$ cat src/bf16_log2_defs.svh
/*
 * BF16 log2 pipeline constants.
 * Field widths, exponent bias, table geometry and special encodings.
 */
`ifndef BF16_LOG2_DEFS_SVH
`define BF16_LOG2_DEFS_SVH

// ========================================
// BF16 word layout
// ========================================
`define BF16_W          16      // Sign + exponent + mantissa
`define EXP_W           8
`define MANT_W          7       // Stored bits, hidden one not included
`define EXP_BIAS        127

// ========================================
// Fraction table
// ========================================
`define FRAC_W          8       // Table output in units of 1/256
`define ROM_ADDR_W      5       // Top mantissa bits, 32 entries

// ========================================
// Special results
// ========================================
`define BF16_POS_INF    16'h7F80
`define BF16_NEG_INF    16'hFF80
`define BF16_QNAN       16'h7FC0        // Quiet NaN, positive sign

`endif

$ cat src/bf16_log2_pkg.sv
/*
 * BF16 log2 shared types.
 * Vector typedefs and the stage-to-stage record.
 */
`default_nettype none

`include "bf16_log2_defs.svh"

package bf16_log2_pkg;

        // Plain vectors
        typedef logic [`BF16_W-1:0]     bf16_t;
        typedef logic [`EXP_W-1:0]      bf16_exp_t;     // Biased
        typedef logic [`MANT_W-1:0]     bf16_mant_t;
        typedef logic signed [`EXP_W:0] log_int_t;      // -127 .. +128
        typedef logic [`FRAC_W-1:0]     log_frac_t;
        typedef logic [`ROM_ADDR_W-1:0] rom_addr_t;

        // Input class flags
        // is_nan is also set for any negative input
        typedef struct packed {
                logic is_zero;  // Zero or subnormal
                logic is_inf;
                logic is_nan;
                logic is_neg;
        } bf16_class_t;

        // ========================================
        // Stage 1 result
        // ========================================
        typedef struct packed {
                log_int_t    int_part;  // Unbiased exponent
                log_frac_t   frac;      // log2 of the significand
                bf16_class_t cls;
        } log_parts_t;

endpackage

`default_nettype wire

$ cat src/bf16_log2_frac_rom.sv
/*
 * Fraction table for BF16 log2.
 * Entry k holds round(256 * log2(1 + k/32)).
 */
`timescale 1ns/1ps
`default_nettype none

module bf16_log2_frac_rom (
        input  bf16_log2_pkg::rom_addr_t rom_addr,
        output bf16_log2_pkg::log_frac_t frac
);

        // Pure lookup, no clock
        always_comb begin
                case (rom_addr)
                        5'd0:  frac = 8'd0;     // Significand 1.0
                        5'd1:  frac = 8'd11;
                        5'd2:  frac = 8'd22;
                        5'd3:  frac = 8'd33;
                        5'd4:  frac = 8'd44;
                        5'd5:  frac = 8'd54;
                        5'd6:  frac = 8'd63;
                        5'd7:  frac = 8'd73;
                        5'd8:  frac = 8'd82;    // 1.25
                        5'd9:  frac = 8'd92;
                        5'd10: frac = 8'd100;
                        5'd11: frac = 8'd109;
                        5'd12: frac = 8'd118;
                        5'd13: frac = 8'd126;
                        5'd14: frac = 8'd134;
                        5'd15: frac = 8'd142;
                        5'd16: frac = 8'd150;   // 1.5
                        5'd17: frac = 8'd157;
                        5'd18: frac = 8'd165;
                        5'd19: frac = 8'd172;
                        5'd20: frac = 8'd179;
                        5'd21: frac = 8'd186;
                        5'd22: frac = 8'd193;
                        5'd23: frac = 8'd200;
                        5'd24: frac = 8'd207;   // 1.75
                        5'd25: frac = 8'd213;
                        5'd26: frac = 8'd220;
                        5'd27: frac = 8'd226;
                        5'd28: frac = 8'd232;
                        5'd29: frac = 8'd238;
                        5'd30: frac = 8'd244;
                        5'd31: frac = 8'd250;   // Largest step below 1.0
                endcase
        end

endmodule

`default_nettype wire

$ cat src/bf16_log2_decode.sv
/*
 * BF16 log2, stage 1.
 * Splits the input, classifies it, forms the integer part and looks up
 * the fraction, then registers everything as one record.
 */
`timescale 1ns/1ps
`default_nettype none

`include "bf16_log2_defs.svh"

module bf16_log2_decode (
        input  logic                      clk,
        input  logic                      rst,
        input  bf16_log2_pkg::bf16_t      x,
        input  logic                      x_valid,
        output bf16_log2_pkg::log_parts_t parts,
        output logic                      parts_valid
);
        import bf16_log2_pkg::*;

        logic        sign;
        bf16_exp_t   exp_b;
        bf16_mant_t  mant;
        logic        exp_max;
        logic        nan_in;
        bf16_class_t cls;
        log_int_t    int_part;
        rom_addr_t   rom_addr;
        log_frac_t   frac;
        log_parts_t  parts_next;

        // ========================================
        // Field split and classification
        // ========================================
        assign sign  = x[`BF16_W-1];
        assign exp_b = x[`BF16_W-2 -: `EXP_W];
        assign mant  = x[`MANT_W-1:0];

        assign exp_max = (exp_b == {`EXP_W{1'b1}});
        assign nan_in  = exp_max && (mant != '0);

        assign cls.is_zero = (exp_b == '0);     // Subnormals count as zero
        assign cls.is_inf  = exp_max && (mant == '0);
        assign cls.is_nan  = nan_in || sign;
        assign cls.is_neg  = sign && !nan_in;

        // Integer part is the unbiased exponent
        assign int_part = log_int_t'({1'b0, exp_b}) - log_int_t'(`EXP_BIAS);

        // Fraction from the top mantissa bits
        assign rom_addr = mant[`MANT_W-1 -: `ROM_ADDR_W];

        bf16_log2_frac_rom u_frac_rom (
                .rom_addr (rom_addr),
                .frac     (frac)
        );

        assign parts_next = '{int_part: int_part, frac: frac, cls: cls};

        // ========================================
        // Stage register
        // ========================================
        always_ff @(posedge clk) begin
                parts <= parts_next;
        end

        always_ff @(posedge clk) begin
                if (rst) begin
                        parts_valid <= 1'b0;
                end else begin
                        parts_valid <= x_valid;
                end
        end

endmodule

`default_nettype wire

$ cat src/bf16_log2_normalize.sv
/*
 * BF16 log2, stage 2.
 * Folds negative logs to sign and magnitude, normalizes the fixed point
 * value into BF16 by truncation and applies the special-case results.
 */
`timescale 1ns/1ps
`default_nettype none

`include "bf16_log2_defs.svh"

module bf16_log2_normalize (
        input  logic                       clk,
        input  logic                       rst,
        input  bf16_log2_pkg::log_parts_t  parts,
        input  logic                       parts_valid,
        output bf16_log2_pkg::bf16_t       log2_y,
        output bf16_log2_pkg::bf16_class_t flags,
        output logic                       log_valid
);
        import bf16_log2_pkg::*;

        localparam int MAG_W  = `EXP_W + `FRAC_W;       // 8.8 fixed point
        localparam int LEAD_W = $clog2(MAG_W);

        logic              neg;
        logic              frac_nz;
        log_int_t          neg_int;
        logic [`EXP_W-1:0] abs_int;
        logic [MAG_W-1:0]  mag;
        logic [LEAD_W-1:0] lead;
        logic [MAG_W-1:0]  norm;
        bf16_exp_t         res_exp;
        bf16_mant_t        res_mant;
        bf16_t             res_word;
        bf16_t             y_next;

        // ========================================
        // Sign and magnitude
        // ========================================
        assign neg     = parts.int_part[`EXP_W];
        assign frac_nz = (parts.frac != '0);
        assign neg_int = -parts.int_part;
        assign abs_int = neg ? neg_int[`EXP_W-1:0] : parts.int_part[`EXP_W-1:0];

        // -n + f/256 becomes -((n - 1) + (256 - f)/256)
        assign mag = (neg && frac_nz) ?
                     {abs_int - 8'd1, 8'd0 - parts.frac} :
                     {abs_int, parts.frac};

        // ========================================
        // Leading one and truncation
        // ========================================
        always_comb begin
                lead = '0;
                for (int i = 0; i < MAG_W; i++) begin
                        if (mag[i]) begin
                                lead = LEAD_W'(i);      // Highest set bit wins
                        end
                end
        end

        assign norm     = mag << (LEAD_W'(MAG_W - 1) - lead);
        assign res_mant = norm[MAG_W-2 -: `MANT_W];    // Bits below the leading one
        // Bit position lead is worth 2^(lead - FRAC_W)
        assign res_exp  = 8'(`EXP_BIAS - `FRAC_W) + bf16_exp_t'(lead);

        assign res_word = (mag == '0) ? '0 : {neg, res_exp, res_mant};

        // Special cases override the computed word
        always_comb begin
                if (parts.cls.is_nan) begin
                        y_next = `BF16_QNAN;
                end else if (parts.cls.is_zero) begin
                        y_next = `BF16_NEG_INF;
                end else if (parts.cls.is_inf) begin
                        y_next = `BF16_POS_INF;
                end else begin
                        y_next = res_word;
                end
        end

        // ========================================
        // Output register
        // ========================================
        always_ff @(posedge clk) begin
                log2_y <= y_next;
                flags  <= parts.cls;
        end

        always_ff @(posedge clk) begin
                if (rst) begin
                        log_valid <= 1'b0;
                end else begin
                        log_valid <= parts_valid;
                end
        end

endmodule

`default_nettype wire

$ cat src/bf16_log2.sv
/*
 * BF16 base-2 logarithm, two-stage pipeline.
 * One input per cycle, result two cycles later.
 */
`timescale 1ns/1ps
`default_nettype none

module bf16_log2 (
        input  logic                       clk,
        input  logic                       rst,
        input  bf16_log2_pkg::bf16_t       x,
        input  logic                       x_valid,
        output bf16_log2_pkg::bf16_t       log2_y,
        output bf16_log2_pkg::bf16_class_t flags,
        output logic                       log_valid
);
        import bf16_log2_pkg::*;

        log_parts_t parts;      // Between the two stages
        logic       parts_valid;

        // ========================================
        // Stage 1, decode and lookup
        // ========================================
        bf16_log2_decode u_decode (
                .clk         (clk),
                .rst         (rst),
                .x           (x),
                .x_valid     (x_valid),
                .parts       (parts),
                .parts_valid (parts_valid)
        );

        // ========================================
        // Stage 2, combine and normalize
        // ========================================
        bf16_log2_normalize u_normalize (
                .clk         (clk),
                .rst         (rst),
                .parts       (parts),
                .parts_valid (parts_valid),
                .log2_y      (log2_y),
                .flags       (flags),
                .log_valid   (log_valid)
        );

endmodule

`default_nettype wire

$ cat config.mk
export PLATFORM = sky130hd
export DESIGN_NAME = bf16_log2
export DESIGN_NICKNAME = d
export VERILOG_FILES = /design/src/bf16_log2_pkg.sv /design/src/bf16_log2_frac_rom.sv /design/src/bf16_log2_decode.sv /design/src/bf16_log2_normalize.sv /design/src/bf16_log2.sv
export VERILOG_INCLUDE_DIRS = /design/src
export SDC_FILE = /design/constraint.sdc
export NUM_CORES = 1
export LEC_CHECK = 0
export BUFFER_PORTS_ARGS = -buffer_cell sky130_fd_sc_hd__buf_2
export CORE_ASPECT_RATIO = 2
export CORE_MARGIN = 5
export CORE_UTILIZATION = 60
export CTS_BUF_LIST = sky130_fd_sc_hd__clkbuf_4 sky130_fd_sc_hd__clkbuf_8 sky130_fd_sc_hd__clkbuf_16
export DETAILED_ROUTE_END_ITERATION = 8
export PLACE_DENSITY = 0.82
export SYNTH_ARGS = -nofsm -noshare
export SYNTH_HDL_FRONTEND = slang
export SYNTH_SLANG_ARGS = --single-unit
$ cat constraint.sdc
create_clock -name clk -period 6.9 [get_ports clk]
set_input_delay 1.38 -clock clk [delete_from_list [all_inputs] [get_ports clk]]
set_output_delay 1.38 -clock clk [all_outputs]
set_load 0.005 [all_outputs]
After elaboration in Yosys (flattened, before gate mapping). Memory sizes are Yosys's and may differ from the RTL's. A register that Yosys moved wholly into a read port is not among the register bits. Index checks and enable logic that the tools add are counted.

Flip-flop bits (word level): 35. Bits in read-only memories: 256. Input bits: 19. Output and inout port bits: 21. Memories kept: 1.

Memory list: (no name shown) (depth 32, bits a word 8, read ports 1, clocked after Yosys merged registers in 1, write ports 0, line bf16_log2_frac_rom.sv:15) `case (rom_addr)`.

Add/subtract/negate cells: 6. Equality and inequality tests: 1. Shifts and indexed selects: 1. Mux-type cells: 20. Reductions and logical operators: 13.

Operator list (count): $mux W16 (4); $mux W4 (8); $logic_not A16 Y1 (1); $shl A16 B4 Y15 (1); $mux W3 (4); $sub A8 B7 Y9 const B (1); $add A7 B4 Y8 const A (1); $eq A8 B8 Y1 const B (1); $logic_not A8 Y1 (1); $mux W8 (1); $neg A8 Y8 (1); $reduce_bool A8 Y1 (1); $sub A1 B8 Y8 const A (1); $sub A8 B1 Y8 const B (1); $logic_not A7 Y1 (1); $reduce_bool A7 Y1 (1); $logic_and A1 B1 Y1 (4); $mux W2 (2); $reduce_or A4 Y1 (1); $sub A4 B4 Y4 const A (1); $reduce_or A3 Y1 (1); $logic_not A1 Y1 (1); $logic_or A1 B1 Y1 (1); $mux W1 (1).

Depth between registers and ports, before layout. Gate-level depths: netlist of the first run.

Word-level depth: 24. Mapped depth: 17. Gate-level depth less buffers: 15.

By module. From an unflattened synthesis of the first run, not the netlist that was laid out.

Cell total of the unflattened synthesis: 406. Area total of the unflattened synthesis: 3428.3 µm².

Modules (own cells, without submodules): bf16_log2_normalize (times used 1, cells an instance 286, area an instance 2258.4 µm²); bf16_log2_decode (times used 1, cells an instance 51, area an instance 653.1 µm²); bf16_log2_frac_rom (times used 1, cells an instance 69, area an instance 516.7 µm²).

Least setup slack after synthesis of the first run. Ideal clock, no wire load.

Path kind: register to register. Start point: register u_decode.parts[12] (netlist name). End point: register u_normalize.log2_y[10]. Arrival: 3293 ps. Required time: 6772 ps. Slack: 3479 ps. Cell stages (with the launch flop): 17. Period minus slack after synthesis: 3421 ps. Cells stage by stage: dfxtp_1 > buf_2 > inv_1 > ha_1 > or3b_4 > a211oi_4 > nand2_1 > or4_1 > o32a_1 > o22ai_2 > nand2_1 > inv_2 > buf_2 > nand3_1 > ha_1 > nand2_1 > nand2_1.

Word-level cells in the longest chain between the ends: 14. Elaborated cells on any way between the ends: 15. Classes of those cells: add/sub (3); mux (11); reduce/logical (1).

RTL lines: $neg A8 Y8 (line bf16_log2_normalize.sv:42) `assign neg_int = -parts.int_part;`; $mux W8 * (line bf16_log2_normalize.sv:43) `` assign abs_int = neg ? neg_int[`EXP_W-1:0] : parts.int_part[`EXP_W-1:0]; ``; $sub A8 B1 Y8 (line bf16_log2_normalize.sv:47) `{abs_int - 8'd1, 8'd0 - parts.frac} :`; $mux W16 * (line bf16_log2_normalize.sv:46) `assign mag = (neg && frac_nz) ?`; $mux W4 (8 in series) (line bf16_log2_normalize.sv:56) `if (mag[i]) begin`; $add A7 B4 Y8 (line bf16_log2_normalize.sv:65) `` assign res_exp = 8'(`EXP_BIAS - `FRAC_W) + bf16_exp_t'(lead); ``; $mux W16 * (line bf16_log2_normalize.sv:67) `assign res_word = (mag == '0) ? '0 : {neg, res_exp, res_mant};`; end signal, assigned (line bf16_log2_normalize.sv:86) `log2_y <= y_next;`; end, declared (line bf16_log2_normalize.sv:16) `output bf16_log2_pkg::bf16_t log2_y,`.

Mark *: on every way between the ends. The rest lies on a longest branch, timed or not. A chain may end at the register's enable or synchronous reset.

Worst setup path in the final report of the first run.
Start point: register u_decode.parts[12] (netlist name). End point: register u_normalize.log2_y[2].

Word-level cells in the longest chain between the ends: 14. Elaborated cells on any way between the ends: 16. Classes of those cells: add/sub (3); shift (1); mux (10); reduce/logical (2).

RTL lines: $neg A8 Y8 (line bf16_log2_normalize.sv:42); $mux W8 * (line bf16_log2_normalize.sv:43); $sub A8 B1 Y8 (line bf16_log2_normalize.sv:47); $mux W16 * (line bf16_log2_normalize.sv:46); $mux W4 (8 in series) (line bf16_log2_normalize.sv:56); $sub A4 B4 Y4 (line bf16_log2_normalize.sv:62) `assign norm = mag << (LEAD_W'(MAG_W - 1) - lead);`; $shl A16 B4 Y15 (line bf16_log2_normalize.sv:62).

Marks and branches as above.

==> flow_metrics.py, run 1 <==
metrics = {
    "floorplan": {
        "die_width_um": 62.24,
        "chipHeight_um": 114.5,
        "start_util_pct": 60.95,
        "core_area_sq_um": 5373,
        "floorplan.die_area_sq_um": 7124,
        "ioPinCount": 40,
        "rows": 38,
    },
    "worst_setup_path": {
        "critical_path.endpoint_type": "flip-flop",
        "worst-setup-path-type": "reg2reg",
        "arrival_ps": 4470,
        "critical_path.cell_chain": "inv_1 > ha_1 > or3b_4 > a211oi_4 > nand2_1 > or4_1 > o32a_1 > o22ai_2 > nand2_1 > inv_2 > mux2_2 > o32a_1 > o31ai_1",
        "crit_path_top_delay_cell": "or4_1",
        "critPathRequiredTime_ps": 7130,
        "path_max_fanout": 15,
        "worstSetupStartpointType": "flip-flop",
        "crit_path_max_incr_delay_ps": 520,
    },
    "power": {
        "intPower_mw": 0.4414,
        "seq_power_share_pct": 40.6,
        "power.combinational.fraction_pct": 36.4,
        "worst_ir_drop_vdd_v": 0.0001738,
        "switchingPower_mw": 0.2600,
        "netSwitchingFraction_pct": 37.07,
        "clockPowerShare_pct": 23.1,
        "power.static_leakage_nw": 1.482,
        "powerDensity_nw_per_um2": 198.5,
    },
    "sta": {
        "setup-tns-final_ps": 0,
        "timing.fmax_mhz": 235.8,
        "max_slew.worst_pin.slew_ps": 725.5,
        "final_max_slew_viol_count": 0,
        "finalHoldViolCount": 0,
        "final.min_clock_period_ps": 4241,
        "finalSetupViolations": 0,
        "final.period_utilization_pct": 61.46,
        "skew_ps": 9.166,
        "maxSlewHeadroom_pct": 51.56,
        "grt_setup_unrepaired": "no",
    },
    "logic_synthesis": {
        "seq_area_frac_synth_pct": 25.68,
        "synth.ff_latch_count": 42,
        "synth-edff-count": 0,
        "netlist_area_sq_um": 3274,
        "ys.flop_type": "dfxtp_1",
        "asyncSetResetFlopFracSynth_pct": 0,
        "synth.distinct_cells": 73,
        "synthCells": 399,
        "synthesis.yosys.warnings": 0,
        "avgSynthCellArea_sq_um": 8.206,
        "synth_fp_nets": 437,
    },
    "global_routing": {
        "grtUsageTotal_pct": 21.64,
        "first_global_vias": 3023,
        "pin_count_of_the_biggest_net_entering_global_routing": 22,
        "number_of_antenna_violations_at_the_first_check_in_global_routing": 0,
        "globalRoute.totalOverflow": 0,
        "global_route_wire_length_before_repair_um": 12830,
    },
    "run": {
        "max_cap_viol_count": 0,
    },
    "final_layout": {
        "final_area_sq_um": 3533,
        "diodes": 0,
        "fin_nets": 463,
        "area_growth_pct": 7.910,
        "drive_gt1_share_pct": 17.14,
    },
    "drt": {
        "dr.pass1.iters": 5,
        "postRouteAntennaNets": 0,
        "wl_per_cell_um": 15.83,
        "dr.first_iter.drc_count": 185,
        "vias_per_cell": 6.364,
        "drt-total-wl_um": 7694,
        "detail_route.drc_violations": 0,
        "route.vias.total": 3093,
    },
    "place": {
        "placedInstanceArea_sq_um": 3446,
        "hpwlAfterDp_um": 6161,
        "place.port_buffers": 39,
        "routabilityCongestion": 0.9706,
    },
    "clocking": {
        "ctsResizeCount": 0,
        "cts_num_sinks": 42,
        "cts_tree": "done",
        "max-clock-path-buffers": 2,
        "cts_buffers": 5,
        "htree_num_levels": 2,
        "cts_hold_buffers": 0,
        "post-cts-setup-buffer-count": 0,
        "worstSkewPairLatency_ps": 310,
        "clk_root_buffer_cell": "clkbuf_8",
        "worst_setup_hold_path_clk_slew_ps": 90,
    },
    "outcome": {
        "run_status": "finished clean",
    },
    "min_path": {
        "hp-class": "reg2reg",
    },
}
logic make-up after synthesis:
group                    count (synthesis)  synth area share [%]
AO/OA/AOI/OAI                          108                 23.88
XOR/XNOR                                23                 6.152
adder cells (fa/ha/maj)                 19                 7.260
buffers and inverters                   40                 5.540
flip-flops                              42                 25.68
multiplexers                            25                 7.948
AND/OR/NAND/NOR                        142                 23.54
synth_stat cells (3+ instances only):
library cell | number | area, sq um
a211oi_1 | 5 | 37.54
a21oi_1 | 19 | 95.09
a31oi_1 | 8 | 50.05
and2_1 | 5 | 31.28
and3_1 | 4 | 25.02
buf_2 | 7 | 35.03
clkbuf_1 | 9 | 33.78
dfxtp_1 | 42 | 840.8
ha_1 | 19 | 237.7
inv_1 | 17 | 63.81
mux2_2 | 5 | 56.30
mux2i_1 | 19 | 190.2
nand2_1 | 35 | 131.4
nand2b_1 | 4 | 25.02
nand3_1 | 16 | 80.08
nor2_1 | 26 | 97.59
nor2b_1 | 8 | 50.05
nor3_1 | 12 | 60.06
nor3b_1 | 3 | 22.52
nor4_1 | 3 | 18.77
o2111ai_1 | 3 | 26.28
o211ai_1 | 6 | 45.04
o21ai_0 | 24 | 120.1
o22ai_1 | 4 | 25.02
o311ai_0 | 3 | 26.28
o31ai_1 | 4 | 30.03
or2_2 | 4 | 25.02
or3_1 | 3 | 18.77
or4_1 | 4 | 30.03
xnor2_1 | 15 | 131.4
xor2_1 | 8 | 70.07
flip-flops by register name, indices dropped and copies added, names as in the netlist:
signal / flops
u_decode.parts: 21
u_normalize.flags: 4
u_decode.parts_valid: 1
u_normalize.log_valid: 1
u_normalize.log2_y: 15
stage by stage:
| stage | hold WS [ps] | instances | utilization [%] | setup slack (ps) | power (mW) |
|---|---|---|---|---|---|
| final | 332.0 | 486 | 65.77 | 2659 | 0.7014 |
| after global routing | 344.6 | 486 | 65.77 | 2308 | 0.7459 |
| after CTS | 334.9 | 486 | 65.77 | 2681 | 0.7002 |
| after detailed placement | 315.0 | 478 | 64.14 | 2693 | 0.5416 |
| after global placement | 310.9 | 478 | 64.14 | 2818 | 0.5377 |
| after floorplan | 309.6 | 399 | - | 3479 | 0.4802 |
worst paths after layout:
| path | startpoint | end | slack [ps] | depth (start not counted) |
|---|---|---|---|---|
| worst max-delay path | u_decode.parts[12] | u_normalize.log2_y[2] | 2660 | 13 |
| worst min-delay path | u_decode.parts[0] | u_normalize.flags[0] | 330 | 0 |
| worst max register to register | u_decode.parts[12] | u_normalize.log2_y[2] | 2660 | 13 |
| worst min register to register | u_decode.parts[0] | u_normalize.flags[0] | 330 | 0 |
critical path: cells and delay by family, from the launching register on:
family	cells	cell delay (ps)
AND/OR/NAND/NOR	4	1380
AO/OA/AOI/OAI	5	1170
buffers and inverters	2	490
flip-flops	1	380
adder cells (fa/ha/maj)	1	370
multiplexers	1	370
routing by layer:
| layer | up-vias | part of all wire, % | global-route usage, % |
|---|---|---|---|
| met5 | - | 0 | 0 |
| met4 | 0 | 4.7 | 14.91 |
| met3 | 35 | 3.8 | 3.438 |
| met2 | 97 | 57 | 43.42 |
| met1 | 1441 | 34 | 18.37 |
| li1 | 1520 | - | - |
power groups by stage:
stage | sequential, mW | combinational (mW) | clock, mW
after CTS | 0.284 | 0.252 | 0.163
after detailed placement | 0.290 | 0.251 | 0
after floorplan | 0.284 | 0.197 | 0
final | 0.285 | 0.255 | 0.162
after global routing | 0.289 | 0.282 | 0.176
after global placement | 0.289 | 0.249 | 0
final cells by class:
cell class                 count  area (sq um)
inverter                      18         67.56
clock inverter                 3         18.77
fill                         489          1839
clock buffer                   5         68.82
multi-input combinational    317          2252
sequential                    42         840.8
tap                           60         75.07
timing repair buffer          41         210.2
layout by cell type (no fill, tap or decap), drive strengths merged, types with 3 or more instances in the layout:
cell      n
o2111ai   5
xnor2    15
buf      41
ha       19
a31oi     8
a31o      3
a211oi    6
or2       4
dfxtp    42
and2      5
nor3     12
nor2     26
o311ai    3
mux2i    20
nand2    36
nand2b    4
a21oi    19
nor4      3
o22ai     5
o31ai     4
nand3    18
and3      4
xor2      8
clkbuf    5
o211ai    6
mux2      5
or3       4
nor2b     8
nor3b     3
inv      19
o21ai    26
or4       4
(Power assumes the default switching activity.)
==> inputs of run 2 (changes only) <==
Settings changed: CORE_UTILIZATION 60 to 53, PLACE_DENSITY 0.82 to 0.77.
Clock period 6.9 ns to 3.9 ns, I/O delays scaled along.
==> flow_metrics.py, run 2 (synthesis gave the netlist of run 1 again) <==
metrics = {
    "final_layout": {
        "layout.cells.most_common": "dfxtp_1",
        "area_growth_pct": 13.53,
        "largest_registers": "u_decode.parts (21), u_normalize.log2_y (15), u_normalize.flags (4)",
        "largest_register_ff_count": 21,
        "final-seq-area_sq_um": 840.8,
        "layout.filler_cells": 549,
        "diodes": 0,
        "fin_nets": 479,
        "register_ranked_first_by_flip_flop_count": "u_decode.parts",
        "top_library_cells_by_usage_in_the_layout_fill_and_taps_aside": "dfxtp_1, buf_2, nand2_1, nor2_1, o21ai_0",
        "area_occupied_by_multi_input_gates_sq_um": 2256,
        "drive_gt1_share_pct": 20.36,
    },
    "power": {
        "powerDensity_nw_per_um2": 375.6,
        "clockPowerShare_pct": 29.2,
        "netSwitchingFraction_pct": 34.57,
        "seq_power_share_pct": 36.0,
        "worst_ir_drop_vdd_v": 0.0003852,
        "intPower_mw": 0.9135,
        "power.static_leakage_nw": 1.587,
        "switchingPower_mw": 0.4827,
        "power.combinational.fraction_pct": 34.8,
        "post_layout_total_power_mw": 1.396,
    },
    "drt": {
        "route.vias.total": 3210,
        "detail_route.drc_violations": 0,
        "dr.first_iter.drc_count": 261,
        "drt-total-wl_um": 8513,
        "vias_per_cell": 6.356,
        "dr.pass1.iters": 7,
        "postRouteAntennaNets": 0,
        "wl_per_cell_um": 16.86,
    },
    "worst_setup_path": {
        "crit_path_max_incr_delay_ps": 640,
        "worstSetupStartpointType": "flip-flop",
        "critical_path.endpoint_type": "flip-flop",
        "regToRegSetupSlack_ps": 290,
        "cp-endpoint": "u_normalize.log2_y[6]",
        "worst-setup-path-type": "reg2reg",
        "path_max_fanout": 14,
        "critPathRequiredTime_ps": 4080,
        "critical_path.cell_chain": "inv_1 > ha_1 > or4b_1 > o2111ai_4 > nand3b_4 > mux2i_2 > o2111ai_2 > nand3_4 > mux2i_1 > or3_1 > a31o_1 > a31o_1",
        "timing.reg2reg.worst_path_depth": 12,
        "crit_path_top_delay_cell": "or4b_1",
        "reg2reg_to": "u_normalize.log2_y[6]",
        "worst_r2r_startpoint": "u_decode.parts[4]",
        "arrival_ps": 3790,
        "cpMostUsedCell": "a31o_1",
        "critical_path_startpoint": "u_decode.parts[4]",
    },
    "clocking": {
        "max-clock-path-buffers": 2,
        "htree_num_levels": 2,
        "cts_num_sinks": 42,
        "worstSkewPairLatency_ps": 290,
        "cts_hold_buffers": 0,
        "post-cts-setup-buffer-count": 0,
        "ctsResizeCount": 0,
        "cts_buffers": 5,
        "worst_setup_hold_path_clk_slew_ps": 60,
        "clk_root_buffer_cell": "clkbuf_16",
        "cts_tree": "done",
    },
    "sta": {
        "maxSlewHeadroom_pct": 64.19,
        "final.min_clock_period_ps": 3606,
        "setup-tns-final_ps": 0,
        "skew_ps": 1.556,
        "grt_setup_unrepaired": "no",
        "max_slew.worst_pin.slew_ps": 530.4,
        "timing.fmax_mhz": 277.3,
        "finalSetupViolations": 0,
        "final.period_utilization_pct": 92.47,
        "finalHoldViolCount": 0,
        "final_max_slew_viol_count": 0,
    },
    "place": {
        "hpwlAfterDp_um": 6793,
        "place.port_buffers": 39,
        "routabilityCongestion": 0.9700,
    },
    "global_routing": {
        "globalRoute.totalOverflow": 0,
        "pin_count_of_the_biggest_net_entering_global_routing": 21,
        "met1_resource_use_gr_pct": 18.24,
        "grt.met2_usage_pct": 43.24,
        "busiest_grt_layer": "met2",
        "first_global_vias": 3104,
        "grtUsageTotal_pct": 21.88,
        "met3_usage_pct": 3.522,
        "number_of_antenna_violations_at_the_first_check_in_global_routing": 0,
        "global_route_wire_length_before_repair_um": 13660,
    },
    "outcome": {
        "run_status": "finished clean",
    },
    "floorplan": {
        "floorplan.die_area_sq_um": 7946,
        "rows": 40,
        "core_area_sq_um": 6006,
        "chipHeight_um": 121.2,
        "ioPinCount": 40,
        "die_width_um": 65.58,
        "start_util_pct": 54.52,
    },
    "min_path": {
        "hp-class": "reg2reg",
    },
    "run": {
        "max_cap_viol_count": 0,
    },
}
## run 2: cell count changes in the layout (fill, tap and decap cells not counted)
| cell | change |
|---|---|
| o21ai_2 | +1 |
| clkbuf_16 | +5 |
| buf_4 | +16 |
| o21ai_1 | -1 |
| clkbuf_8 | -5 |
## run 2: final cells by class
| class | count | area share [%] |
|---|---|---|
| Timing Repair Buffer | 57 | 8.886 |
| Clock inverter | 3 | 0.5049 |
| Multi-Input combinational cell | 317 | 60.69 |
| Sequential cell | 42 | 22.62 |
| Clock buffer | 5 | 3.366 |
| Inverter | 18 | 1.818 |
| Tap cell | 63 | 2.120 |
## run 2: worst max-delay path, delay by kind of cell, from the launching register on
| family | cells | cell delay [ps] |
|---|---|---|
| and+or+nand+nor | 4 | 1440 |
| AOI/OAI and AO/OA | 4 | 970 |
| muxes | 2 | 480 |
| DFF | 1 | 370 |
| adders and majority gates | 1 | 150 |
| buffers and inverters | 1 | 80 |
## run 2: how the worst min path moves through the flow
| stage | depth (start not counted) | startpoint | slack [ps] | endpoint |
|---|---|---|---|---|
| 2_1_floorplan | 0 | u_decode.parts[0] | 310 | u_normalize.flags[0] |
| 3_5_place_dp | 0 | u_decode.parts[0] | 310 | u_normalize.flags[0] |
| 3_3_place_gp | 0 | u_decode.parts[0] | 310 | u_normalize.flags[0] |
| 6_report | 0 | u_decode.parts[0] | 330 | u_normalize.flags[0] |
| 4_1_cts | 0 | u_decode.parts[0] | 330 | u_normalize.flags[0] |
| 5_1_grt | 0 | u_decode.parts[0] | 350 | u_normalize.flags[0] |
## run 2: through the flow
stage	worst slack [ps]	cell area (sq um)	cells	hold slack [ps]	utilization [%]
2_1_floorplan	478.8	3274	399	309.6	-
3_3_place_gp	367.5	3570	497	311.7	59.44
3_5_place_dp	295.2	3570	497	312.1	59.44
4_1_cts	248.8	3714	505	325.8	61.83
5_1_grt	78.37	3717	505	351.2	61.90
6_report	293.7	3717	505	325.8	61.90
## run 2: power groups by stage
| stage | sequential [mW] | combinational [mW] | clock (mW) |
|---|---|---|---|
| finish | 0.502 | 0.486 | 0.408 |
| floorplan | 0.502 | 0.348 | 0 |
| global placement | 0.510 | 0.468 | 0 |
| detailed placement | 0.511 | 0.478 | 0 |
| global route | 0.507 | 0.529 | 0.433 |
| CTS | 0.501 | 0.481 | 0.414 |
## run 2: per-layer routing
layer  part of all wire, %  vias up
met5                     0        -
met4                   6.0        0
met3                   4.0       40
met2                    57      110
met1                    33     1502
li1                      -     1558
